### src/include/issue_params.svh
`ifndef ISSUE_PARAMS_SVH
`define ISSUE_PARAMS_SVH

////////////////////
// Issue buffer
////////////////////
`define ISSUE_DEPTH 4   // Entries, also the initial credit count
`define CREDIT_W    3   // Credit and occupancy counters

////////////////////
// Register file
////////////////////
`define NUM_REGS    32

`endif

### src/hdl/issue_pkg.sv
package issue_pkg;

    ////////////////////
    // Basic widths
    ////////////////////
    typedef logic [31:0] word_t;
    typedef logic [4:0]  reg_idx_t;

    typedef enum logic [1:0] {
        IC_ALU = 2'd0,
        IC_MUL = 2'd1,
        IC_DIV = 2'd2,
        IC_BR  = 2'd3
    } inst_class_t;

    ////////////////////
    // One decoded slot
    ////////////////////
    typedef struct packed {
        logic        valid;
        word_t       pc;
        word_t       pc_pre;      // Predicted next PC
        inst_class_t cls;
        reg_idx_t    rs1;
        reg_idx_t    rs2;
        reg_idx_t    rd;
        logic        rf_we;
        word_t       imm;
    } issue_slot_t;

endpackage

### src/hdl/pair_link_if.sv
`timescale 1ns/1ps

interface pair_link_if;

    logic                   valid;   // Push or not-empty, depending on the link
    issue_pkg::issue_slot_t slot1;
    issue_pkg::issue_slot_t slot2;
    logic                   ret;     // Credit return or pop

    modport sender (
        output valid,
        output slot1,
        output slot2,
        input  ret
    );

    modport receiver (
        input  valid,
        input  slot1,
        input  slot2,
        output ret
    );

endinterface

### src/hdl/issue_buffer.sv
`timescale 1ns/1ps

`include "issue_params.svh"

module issue_buffer (
    input  logic          clk,
    input  logic          rstn,
    pair_link_if.receiver in_link,
    pair_link_if.sender   out_link
);

    localparam int PTR_W = $clog2(`ISSUE_DEPTH);

    issue_pkg::issue_slot_t mem1 [`ISSUE_DEPTH];
    issue_pkg::issue_slot_t mem2 [`ISSUE_DEPTH];
    logic [PTR_W-1:0]       wr_ptr;
    logic [PTR_W-1:0]       rd_ptr;
    logic [`CREDIT_W-1:0]   count;
    logic                   push;
    logic                   pop;

    function automatic logic [PTR_W-1:0] next_ptr(input logic [PTR_W-1:0] ptr);
        return (ptr == PTR_W'(`ISSUE_DEPTH - 1)) ? '0 : ptr + 1'b1;
    endfunction

    assign push           = in_link.valid;
    assign pop            = out_link.ret;

    assign out_link.valid = (count != '0);
    assign out_link.slot1 = mem1[rd_ptr];   // Head entry
    assign out_link.slot2 = mem2[rd_ptr];

    always_ff @(posedge clk) begin
        if (push) begin
            mem1[wr_ptr] <= in_link.slot1;
            mem2[wr_ptr] <= in_link.slot2;
        end
    end

    always_ff @(posedge clk) begin
        if (!rstn) begin
            wr_ptr      <= '0;
            rd_ptr      <= '0;
            count       <= '0;
            in_link.ret <= 1'b0;
        end else begin
            if (push) begin
                wr_ptr <= next_ptr(wr_ptr);
            end
            if (pop) begin
                rd_ptr <= next_ptr(rd_ptr);
            end
            count       <= count + `CREDIT_W'(push) - `CREDIT_W'(pop);
            in_link.ret <= pop;   // Credit back one cycle after the pop
        end
    end

    ////////////////////
    // Checks
    ////////////////////
    a_no_push_full: assert property (
        @(posedge clk) disable iff (!rstn)
        push |-> (count != `CREDIT_W'(`ISSUE_DEPTH))
    );

    a_no_pop_empty: assert property (
        @(posedge clk) disable iff (!rstn)
        pop |-> (count != '0)
    );

endmodule

### src/hdl/issue_exe.sv
`timescale 1ns/1ps

module issue_exe (
    input  logic                clk,
    input  logic                rstn,
    input  logic                i_stall_dcache,
    input  logic                i_stall_div,
    input  logic                i_flush_br,
    pair_link_if.receiver       link,
    output issue_pkg::reg_idx_t o_raddr1_1,
    output issue_pkg::reg_idx_t o_raddr1_2,
    output issue_pkg::reg_idx_t o_raddr2_1,
    output issue_pkg::reg_idx_t o_raddr2_2,
    input  issue_pkg::word_t    i_rdata1_1,
    input  issue_pkg::word_t    i_rdata1_2,
    input  issue_pkg::word_t    i_rdata2_1,
    input  issue_pkg::word_t    i_rdata2_2,
    output logic                o_a_valid,
    output issue_pkg::word_t    o_a_pc,
    output issue_pkg::word_t    o_a_pc_pre,
    output issue_pkg::word_t    o_a_rdata1,
    output issue_pkg::word_t    o_a_rdata2,
    output issue_pkg::word_t    o_a_imm,
    output issue_pkg::reg_idx_t o_a_rd,
    output logic                o_a_rf_we,
    output logic                o_a_br_pd,
    output logic                o_b_valid,
    output issue_pkg::word_t    o_b_pc,
    output issue_pkg::word_t    o_b_pc_pre,
    output issue_pkg::word_t    o_b_rdata1,
    output issue_pkg::word_t    o_b_rdata2,
    output issue_pkg::word_t    o_b_imm,
    output issue_pkg::reg_idx_t o_b_rd,
    output logic                o_b_rf_we,
    output logic                o_b_br_pd,
    output logic                o_b_mul_en,
    output logic                o_b_div_en
);

    logic                   stall;
    logic                   swap;
    logic                   valid_a;
    logic                   valid_b;
    issue_pkg::issue_slot_t slot_a;
    issue_pkg::issue_slot_t slot_b;

    assign stall    = i_stall_dcache | i_stall_div;
    assign link.ret = link.valid & ~stall;   // Flush still pops

    // Only lane B has the mul, div and branch hooks
    assign swap   = (link.slot1.cls != issue_pkg::IC_ALU);
    assign slot_a = swap ? link.slot2 : link.slot1;
    assign slot_b = swap ? link.slot1 : link.slot2;

    assign valid_a = link.valid & slot_a.valid & ~i_flush_br;
    assign valid_b = link.valid & slot_b.valid & ~i_flush_br;

    assign o_raddr1_1 = link.slot1.rs1;
    assign o_raddr1_2 = link.slot1.rs2;
    assign o_raddr2_1 = link.slot2.rs1;
    assign o_raddr2_2 = link.slot2.rs2;

    ////////////////////
    // Lane control
    ////////////////////
    always_ff @(posedge clk) begin
        if (!rstn) begin
            o_a_valid  <= 1'b0;
            o_b_valid  <= 1'b0;
            o_a_rf_we  <= 1'b0;
            o_b_rf_we  <= 1'b0;
            o_a_br_pd  <= 1'b0;
            o_b_br_pd  <= 1'b0;
            o_b_mul_en <= 1'b0;
            o_b_div_en <= 1'b0;
            o_a_pc_pre <= 32'd4;
            o_b_pc_pre <= 32'd4;
        end else if (!stall) begin
            o_a_valid  <= valid_a;
            o_b_valid  <= valid_b;
            o_a_rf_we  <= slot_a.rf_we & valid_a;
            o_b_rf_we  <= slot_b.rf_we & valid_b;
            o_a_br_pd  <= (slot_a.pc_pre != slot_a.pc + 32'd4);   // Predicted taken
            o_b_br_pd  <= (slot_b.pc_pre != slot_b.pc + 32'd4);
            o_b_mul_en <= valid_b & (slot_b.cls == issue_pkg::IC_MUL);
            o_b_div_en <= valid_b & (slot_b.cls == issue_pkg::IC_DIV);
            o_a_pc_pre <= valid_a ? slot_a.pc_pre : slot_a.pc + 32'd4;
            o_b_pc_pre <= valid_b ? slot_b.pc_pre : slot_b.pc + 32'd4;
        end
    end

    ////////////////////
    // Lane payload
    ////////////////////
    always_ff @(posedge clk) begin
        if (!stall) begin
            o_a_pc     <= slot_a.pc;
            o_b_pc     <= slot_b.pc;
            o_a_imm    <= slot_a.imm;
            o_b_imm    <= slot_b.imm;
            o_a_rd     <= slot_a.rd;
            o_b_rd     <= slot_b.rd;
            o_a_rdata1 <= swap ? i_rdata2_1 : i_rdata1_1;   // Operands follow the slot
            o_a_rdata2 <= swap ? i_rdata2_2 : i_rdata1_2;
            o_b_rdata1 <= swap ? i_rdata1_1 : i_rdata2_1;
            o_b_rdata2 <= swap ? i_rdata1_2 : i_rdata2_2;
        end
    end

    ////////////////////
    // Checks
    ////////////////////
    // Lanes hold through a stall
    a_stall_hold: assert property (
        @(posedge clk) disable iff (!rstn)
        stall |=> $stable({o_a_valid, o_b_valid, o_a_pc, o_b_pc, o_a_rf_we, o_b_rf_we})
    );

endmodule

### src/hdl/issue_top.sv
`timescale 1ns/1ps

module issue_top (
    input  logic                clk,
    input  logic                rstn,
    input  logic                i_valid,
    input  logic                i_s1_valid,
    input  issue_pkg::word_t    i_s1_pc,
    input  issue_pkg::word_t    i_s1_pc_pre,
    input  logic [1:0]          i_s1_cls,
    input  issue_pkg::reg_idx_t i_s1_rs1,
    input  issue_pkg::reg_idx_t i_s1_rs2,
    input  issue_pkg::reg_idx_t i_s1_rd,
    input  logic                i_s1_rf_we,
    input  issue_pkg::word_t    i_s1_imm,
    input  logic                i_s2_valid,
    input  issue_pkg::word_t    i_s2_pc,
    input  issue_pkg::word_t    i_s2_pc_pre,
    input  logic [1:0]          i_s2_cls,
    input  issue_pkg::reg_idx_t i_s2_rs1,
    input  issue_pkg::reg_idx_t i_s2_rs2,
    input  issue_pkg::reg_idx_t i_s2_rd,
    input  logic                i_s2_rf_we,
    input  issue_pkg::word_t    i_s2_imm,
    output logic                o_ready,
    input  logic                i_stall_dcache,
    input  logic                i_stall_div,
    input  logic                i_flush_br,
    input  logic                i_wb_we_a,
    input  issue_pkg::reg_idx_t i_wb_waddr_a,
    input  issue_pkg::word_t    i_wb_wdata_a,
    input  logic                i_wb_we_b,
    input  issue_pkg::reg_idx_t i_wb_waddr_b,
    input  issue_pkg::word_t    i_wb_wdata_b,
    output logic                o_a_valid,
    output issue_pkg::word_t    o_a_pc,
    output issue_pkg::word_t    o_a_pc_pre,
    output issue_pkg::word_t    o_a_rdata1,
    output issue_pkg::word_t    o_a_rdata2,
    output issue_pkg::word_t    o_a_imm,
    output issue_pkg::reg_idx_t o_a_rd,
    output logic                o_a_rf_we,
    output logic                o_a_br_pd,
    output logic                o_b_valid,
    output issue_pkg::word_t    o_b_pc,
    output issue_pkg::word_t    o_b_pc_pre,
    output issue_pkg::word_t    o_b_rdata1,
    output issue_pkg::word_t    o_b_rdata2,
    output issue_pkg::word_t    o_b_imm,
    output issue_pkg::reg_idx_t o_b_rd,
    output logic                o_b_rf_we,
    output logic                o_b_br_pd,
    output logic                o_b_mul_en,
    output logic                o_b_div_en
);

    issue_pkg::issue_slot_t slot1;
    issue_pkg::issue_slot_t slot2;
    issue_pkg::reg_idx_t    raddr1_1;
    issue_pkg::reg_idx_t    raddr1_2;
    issue_pkg::reg_idx_t    raddr2_1;
    issue_pkg::reg_idx_t    raddr2_2;
    issue_pkg::word_t       rdata1_1;
    issue_pkg::word_t       rdata1_2;
    issue_pkg::word_t       rdata2_1;
    issue_pkg::word_t       rdata2_2;

    pair_link_if src_link ();
    pair_link_if pop_link ();

    ////////////////////
    // Pack the decode side
    ////////////////////
    assign slot1 = '{valid: i_s1_valid, pc: i_s1_pc, pc_pre: i_s1_pc_pre,
                     cls: issue_pkg::inst_class_t'(i_s1_cls), rs1: i_s1_rs1,
                     rs2: i_s1_rs2, rd: i_s1_rd, rf_we: i_s1_rf_we, imm: i_s1_imm};
    assign slot2 = '{valid: i_s2_valid, pc: i_s2_pc, pc_pre: i_s2_pc_pre,
                     cls: issue_pkg::inst_class_t'(i_s2_cls), rs1: i_s2_rs1,
                     rs2: i_s2_rs2, rd: i_s2_rd, rf_we: i_s2_rf_we, imm: i_s2_imm};

    pair_source pair_source_i (
        .clk     (clk),
        .rstn    (rstn),
        .i_valid (i_valid),
        .i_slot1 (slot1),
        .i_slot2 (slot2),
        .o_ready (o_ready),
        .link    (src_link.sender)
    );

    issue_buffer issue_buffer_i (
        .clk      (clk),
        .rstn     (rstn),
        .in_link  (src_link.receiver),
        .out_link (pop_link.sender)
    );

    reg_file reg_file_i (
        .clk        (clk),
        .i_raddr1_1 (raddr1_1),
        .i_raddr1_2 (raddr1_2),
        .i_raddr2_1 (raddr2_1),
        .i_raddr2_2 (raddr2_2),
        .o_rdata1_1 (rdata1_1),
        .o_rdata1_2 (rdata1_2),
        .o_rdata2_1 (rdata2_1),
        .o_rdata2_2 (rdata2_2),
        .i_we_a     (i_wb_we_a),
        .i_waddr_a  (i_wb_waddr_a),
        .i_wdata_a  (i_wb_wdata_a),
        .i_we_b     (i_wb_we_b),
        .i_waddr_b  (i_wb_waddr_b),
        .i_wdata_b  (i_wb_wdata_b)
    );

    issue_exe issue_exe_i (
        .clk            (clk),
        .rstn           (rstn),
        .i_stall_dcache (i_stall_dcache),
        .i_stall_div    (i_stall_div),
        .i_flush_br     (i_flush_br),
        .link           (pop_link.receiver),
        .o_raddr1_1     (raddr1_1),
        .o_raddr1_2     (raddr1_2),
        .o_raddr2_1     (raddr2_1),
        .o_raddr2_2     (raddr2_2),
        .i_rdata1_1     (rdata1_1),
        .i_rdata1_2     (rdata1_2),
        .i_rdata2_1     (rdata2_1),
        .i_rdata2_2     (rdata2_2),
        .o_a_valid      (o_a_valid),
        .o_a_pc         (o_a_pc),
        .o_a_pc_pre     (o_a_pc_pre),
        .o_a_rdata1     (o_a_rdata1),
        .o_a_rdata2     (o_a_rdata2),
        .o_a_imm        (o_a_imm),
        .o_a_rd         (o_a_rd),
        .o_a_rf_we      (o_a_rf_we),
        .o_a_br_pd      (o_a_br_pd),
        .o_b_valid      (o_b_valid),
        .o_b_pc         (o_b_pc),
        .o_b_pc_pre     (o_b_pc_pre),
        .o_b_rdata1     (o_b_rdata1),
        .o_b_rdata2     (o_b_rdata2),
        .o_b_imm        (o_b_imm),
        .o_b_rd         (o_b_rd),
        .o_b_rf_we      (o_b_rf_we),
        .o_b_br_pd      (o_b_br_pd),
        .o_b_mul_en     (o_b_mul_en),
        .o_b_div_en     (o_b_div_en)
    );

endmodule

### src/hdl/pair_source.sv
`timescale 1ns/1ps

`include "issue_params.svh"

module pair_source (
    input  logic                   clk,
    input  logic                   rstn,
    input  logic                   i_valid,
    input  issue_pkg::issue_slot_t i_slot1,
    input  issue_pkg::issue_slot_t i_slot2,
    output logic                   o_ready,
    pair_link_if.sender            link
);

    logic [`CREDIT_W-1:0] credit_cnt;
    logic                 push;

    assign o_ready    = (credit_cnt != '0);
    assign push       = i_valid & o_ready;   // Spend a credit per pair

    assign link.valid = push;
    assign link.slot1 = i_slot1;
    assign link.slot2 = i_slot2;

    always_ff @(posedge clk) begin
        if (!rstn) begin
            credit_cnt <= `CREDIT_W'(`ISSUE_DEPTH);
        end else begin
            credit_cnt <= credit_cnt - `CREDIT_W'(push) + `CREDIT_W'(link.ret);
        end
    end

    ////////////////////
    // Checks
    ////////////////////
    // A wrap below zero also lands above the depth
    a_credit_range: assert property (
        @(posedge clk) disable iff (!rstn)
        credit_cnt <= `CREDIT_W'(`ISSUE_DEPTH)
    );

    // The buffer only returns credits that were spent
    a_credit_return: assert property (
        @(posedge clk) disable iff (!rstn)
        link.ret |-> (credit_cnt < `CREDIT_W'(`ISSUE_DEPTH))
    );

endmodule

### src/hdl/reg_file.sv
`timescale 1ns/1ps

`include "issue_params.svh"

module reg_file (
    input  logic                clk,
    input  issue_pkg::reg_idx_t i_raddr1_1,
    input  issue_pkg::reg_idx_t i_raddr1_2,
    input  issue_pkg::reg_idx_t i_raddr2_1,
    input  issue_pkg::reg_idx_t i_raddr2_2,
    output issue_pkg::word_t    o_rdata1_1,
    output issue_pkg::word_t    o_rdata1_2,
    output issue_pkg::word_t    o_rdata2_1,
    output issue_pkg::word_t    o_rdata2_2,
    input  logic                i_we_a,
    input  issue_pkg::reg_idx_t i_waddr_a,
    input  issue_pkg::word_t    i_wdata_a,
    input  logic                i_we_b,
    input  issue_pkg::reg_idx_t i_waddr_b,
    input  issue_pkg::word_t    i_wdata_b
);

    issue_pkg::word_t regs [`NUM_REGS];

    function automatic issue_pkg::word_t rd_reg(input issue_pkg::reg_idx_t addr);
        return (addr == '0) ? '0 : regs[addr];
    endfunction

    always_ff @(posedge clk) begin
        if (i_we_a && (i_waddr_a != '0)) begin
            regs[i_waddr_a] <= i_wdata_a;
        end
        if (i_we_b && (i_waddr_b != '0)) begin
            regs[i_waddr_b] <= i_wdata_b;   // Port b wins
        end
    end

    assign o_rdata1_1 = rd_reg(i_raddr1_1);
    assign o_rdata1_2 = rd_reg(i_raddr1_2);
    assign o_rdata2_1 = rd_reg(i_raddr2_1);
    assign o_rdata2_2 = rd_reg(i_raddr2_2);

endmodule

### config.mk
export PLATFORM = sky130hd
export DESIGN_NAME = issue_top
export DESIGN_NICKNAME = d
export VERILOG_FILES = /design/src/hdl/issue_pkg.sv /design/src/hdl/pair_link_if.sv /design/src/hdl/issue_buffer.sv /design/src/hdl/issue_exe.sv /design/src/hdl/issue_top.sv /design/src/hdl/pair_source.sv /design/src/hdl/reg_file.sv
export VERILOG_INCLUDE_DIRS = /design/src /design/src/include
export SDC_FILE = /design/constraint.sdc
export NUM_CORES = 2
export LEC_CHECK = 0
export BUFFER_PORTS_ARGS = -buffer_cell sky130_fd_sc_hd__buf_4
export CORE_ASPECT_RATIO = 0.75
export CORE_MARGIN = 4
export CORE_UTILIZATION = 50
export CTS_CLUSTER_SIZE = 20
export DETAILED_ROUTE_END_ITERATION = 10
export PLACE_DENSITY_LB_ADDON = 0.05
export SYNTH_ARGS = -nofsm -noshare
export SYNTH_HDL_FRONTEND = slang
export SYNTH_SLANG_ARGS = --single-unit
### constraint.sdc
create_clock -name clk -period 14.2 [get_ports clk]
set_input_delay 0.71 -clock clk [delete_from_list [all_inputs] [get_ports clk]]
set_output_delay 0.71 -clock clk [all_outputs]
set_load 0.01 [all_outputs]
==> results.cfg <==
[drt]
m1WireLength_mm = 192
antenna_left = 0
initialDrtViolationCount = 15317
met2_length_mm = 214
avgViaCountPerCell = 7.18
post-route-drc-count = 0
vias = 90815
met3_wirelength_mm = 79.9
drtPass1Iterations = 6
postRouteWirelength_mm = 513
drt-wirelength-per-cell_um = 40.5
topRoutingLayerUsed = met5

[synthesis]
synth-async-reset-ratio_pct = 0
ys.warnings.count = 0
synth-edff-count = 2210
syn_area_um2 = 128000
synth_top_cell_by_area = edfxtp_1
synth_sequential_area_ratio_pct = 53.1
synthesized_instance_count = 8537
post-synth-top-area-fraction_pct = 51.8
ys_ff_latch = 2295
syn_area_per_cell_um2 = 15.0
yosys-top-cells-area = edfxtp_1, mux4_2, mux2_2
yosys_most_used_dff = edfxtp_1
synth.lib_cells_used.distinct = 78

[floorplan]
start_util_pct = 50.4
floorplan.die.height_um = 447
core_area_um2 = 254000
die-width_um = 593
design.portCount = 651
rows = 160
die-area_um2 = 265000

[global_route]
grt.overflow.total = 0
first_global_vias = 85409
grt_first_pass_wirelength_mm = 701
grt_max_degree = 142
grt_usage_pct = 38.1
antenna_found_initial = 81

[timing]
max_slew_margin_pct = 2.04
worst_hold_slack_across_all_endpoints_ns = 0.105
grt_setup_unrepaired = false
setup_viol = 0
tightest_slew_ns = 1.47
tns_ns = 0
max_fclk_mhz = 146
timing.final.max_slew_violations = 0
post-route-worst-setup-slack_ns = 7.35
post-route-min-period_ns = 6.85
final.setup_skew_ns = 0.0940
hold_viol_final = 0
fin_crit_sh_pct = 48.3

[critical_path]
critical-path-max-stage-delay_ns = 0.79
worstRegToRegCells = 17
r2r_slack_ns = 7.35
crit-reg2reg-capture = issue_exe_i.o_b_br_pd
critical_path.cell_chain = buf_4, mux4_2, buf_4, nor2_4, nand2_1, nand2_1, ha_1, inv_1, or4b_1, a222oi_1, nand3_1, nor4_1, xor2_1, xnor2_1, nand3_1, nor4_1, a21oi_1
kind_of_end_point_of_the_critical_path = flip-flop
cp_max_fo = 63
critPathKind = reg -> reg
critical-path-slowest-cell = nor2_4
arrival_time_at_the_worst_endpoint_ns = 7.58
critPathLaunchType = flip-flop
worstPathRequired_ns = 14.93

[placement]
placement.setup.worst_slack_ns = 7.20
hpwl_mm = 307
port_buffers = 650
place_congestion = 0.976

[cts]
cts_buffer_depth = 4
insertion_delay_ns = 0.96
cts_root_buf = clkbuf_16
cts_inserted_buffers = 237
numClockSinks = 2295
tritoncts = done
clk_transition_reported_paths_ns = 0.06
cts-htree-levels = 4

[power_and_ir_drop]
peakVddDrop_uv = 133
leakage_nw = 49.1
power_density_nw_per_um2 = 165

[worst_hold_path]
worst_hold_path.endpoint = issue_buffer_i.mem1[1][43]
holdCritPathClass = in -> reg
min_delay_path_depth = 1
min-delay-start = i_s1_rs1[0]

[finish]
most_common_cell_after_layout_fill_and_taps_aside = edfxtp_1
num-fill-cells = 20055
seqCellArea_um2 = 68100
post_route_cells_drive_above_1_share_pct = 39.4
area_growth_syn_to_layout_pct = 14.1
multi_input_area_um2 = 57200
most_frequent_cells_in_the_layout = edfxtp_1, nand2_1, mux4_2
finish.net_count = 9332

[flow_run]
timing.max_cap.violations = 0

[status]
outcome = complete, no violations
[state kept, by name, indices dropped and copies added, names as in the netlist, 2 cells and up, named ones only]
register and flops:
issue_buffer_i.count 3, issue_buffer_i.mem1 460, issue_buffer_i.mem2 460, issue_buffer_i.rd_ptr 2, issue_buffer_i.wr_ptr 2, issue_exe_i.o_a_imm 32
issue_exe_i.o_a_pc 32, issue_exe_i.o_a_pc_pre 32, issue_exe_i.o_a_rd 5, issue_exe_i.o_a_rdata1 32, issue_exe_i.o_a_rdata2 32, issue_exe_i.o_b_imm 32
issue_exe_i.o_b_pc 32, issue_exe_i.o_b_pc_pre 32, issue_exe_i.o_b_rd 5, issue_exe_i.o_b_rdata1 32, issue_exe_i.o_b_rdata2 32, pair_source_i.credit_cnt 3
reg_file_i.regs 1024
[how the worst max path moves through the flow]
stage | depth (start not counted) | end | start
finish | 17 | issue_exe_i.o_b_br_pd | flip-flop
global route | 12 | issue_exe_i.o_b_rdata2[2] | flip-flop
CTS | 12 | issue_exe_i.o_b_rdata2[2] | flip-flop
detailed placement | 12 | issue_exe_i.o_b_rdata2[2] | flip-flop
global placement | 12 | issue_exe_i.o_a_rdata2[2] | flip-flop
floorplan | 6 | issue_exe_i.o_b_pc_pre[12] | i_stall_div
[cell usage after synthesis, types with 67 or more instances]
cell type	instances
mux2i_1	122
mux2_2	1044
buf_2	114
xnor2_1	67
clkbuf_1	634
nor2_1	142
o21ai_0	80
a31oi_1	85
mux4_2	1253
a21oi_1	214
nand2_1	1466
nand3_1	81
buf_1	119
a211oi_1	114
and2_1	97
dfxtp_1	85
edfxtp_1	2210
[metal layers]
layer	vias up	global-route usage, %
li1	35060	-
met1	46849	53.2
met2	7448	52.1
met3	1420	15.7
met4	38	17.1
met5	-	0.183
[per-stage QoR]
stage	area, um^2	total power, W	util [%]	instances
2_1_floorplan	128000	0.0142	-	8568
3_3_place_gp	136000	0.0175	53.6	11941
3_5_place_dp	136000	0.0176	53.6	11941
4_1_cts	146000	0.0239	57.5	12601
5_1_grt	146000	0.0248	57.5	12618
6_report	146000	0.0241	57.6	12647
[cell families (layout without fill, tap and decap cells)]
logic type	count (synthesis)	count (layout)	share of synthesized area (%)
compound gates	772	772	4.04
xor+xnor	110	110	0.762
fa+ha+maj	13	13	0.139
buf+inv	945	1576	3.01
flops	2295	2295	53.1
mux	2433	2433	32.4
other cells	1	78	0.00292
simple gates	1968	1968	6.54
[area by class of cell]
class | count | share of cell area (%)
flip-flops and latches | 2295 | 46.5
well taps | 3402 | 2.91
clock inverters | 139 | 0.894
diodes | 46 | 0.0787
inverters | 42 | 0.113
repair buffers | 1103 | 6.13
multi-input cells | 5328 | 39.1
clock buffers | 292 | 4.27
[where the power goes]
part           total (W)  internal, W  switching, W  leakage [nW]
clock network    0.00628      0.00352       0.00275          3.67
logic            0.00942      0.00359       0.00582          24.5
registers        0.00842      0.00813      0.000288          20.9
total             0.0241       0.0152       0.00887          49.1
[critical path: cells and delay by family, from the launching register on]
family	cells	cell delay (ns)
simple gates	8	2.77
buf+inv	3	0.99
compound gates	2	0.83
flops	1	0.72
mux	1	0.57
xor+xnor	2	0.42
fa+ha+maj	1	0.35
[what timing repair did]
| action | in CTS | in global routing |
|---|---|---|
| setup endpoints to repair | 0 | 0 |
| resized for setup | 0 | 0 |
| hold buffers | 229 | 0 |
| buffers inserted | 0 | 0 |
| endpoints found under the hold margin | 916 | 0 |
No activity file was read; power rests on OpenSTA's default activity.
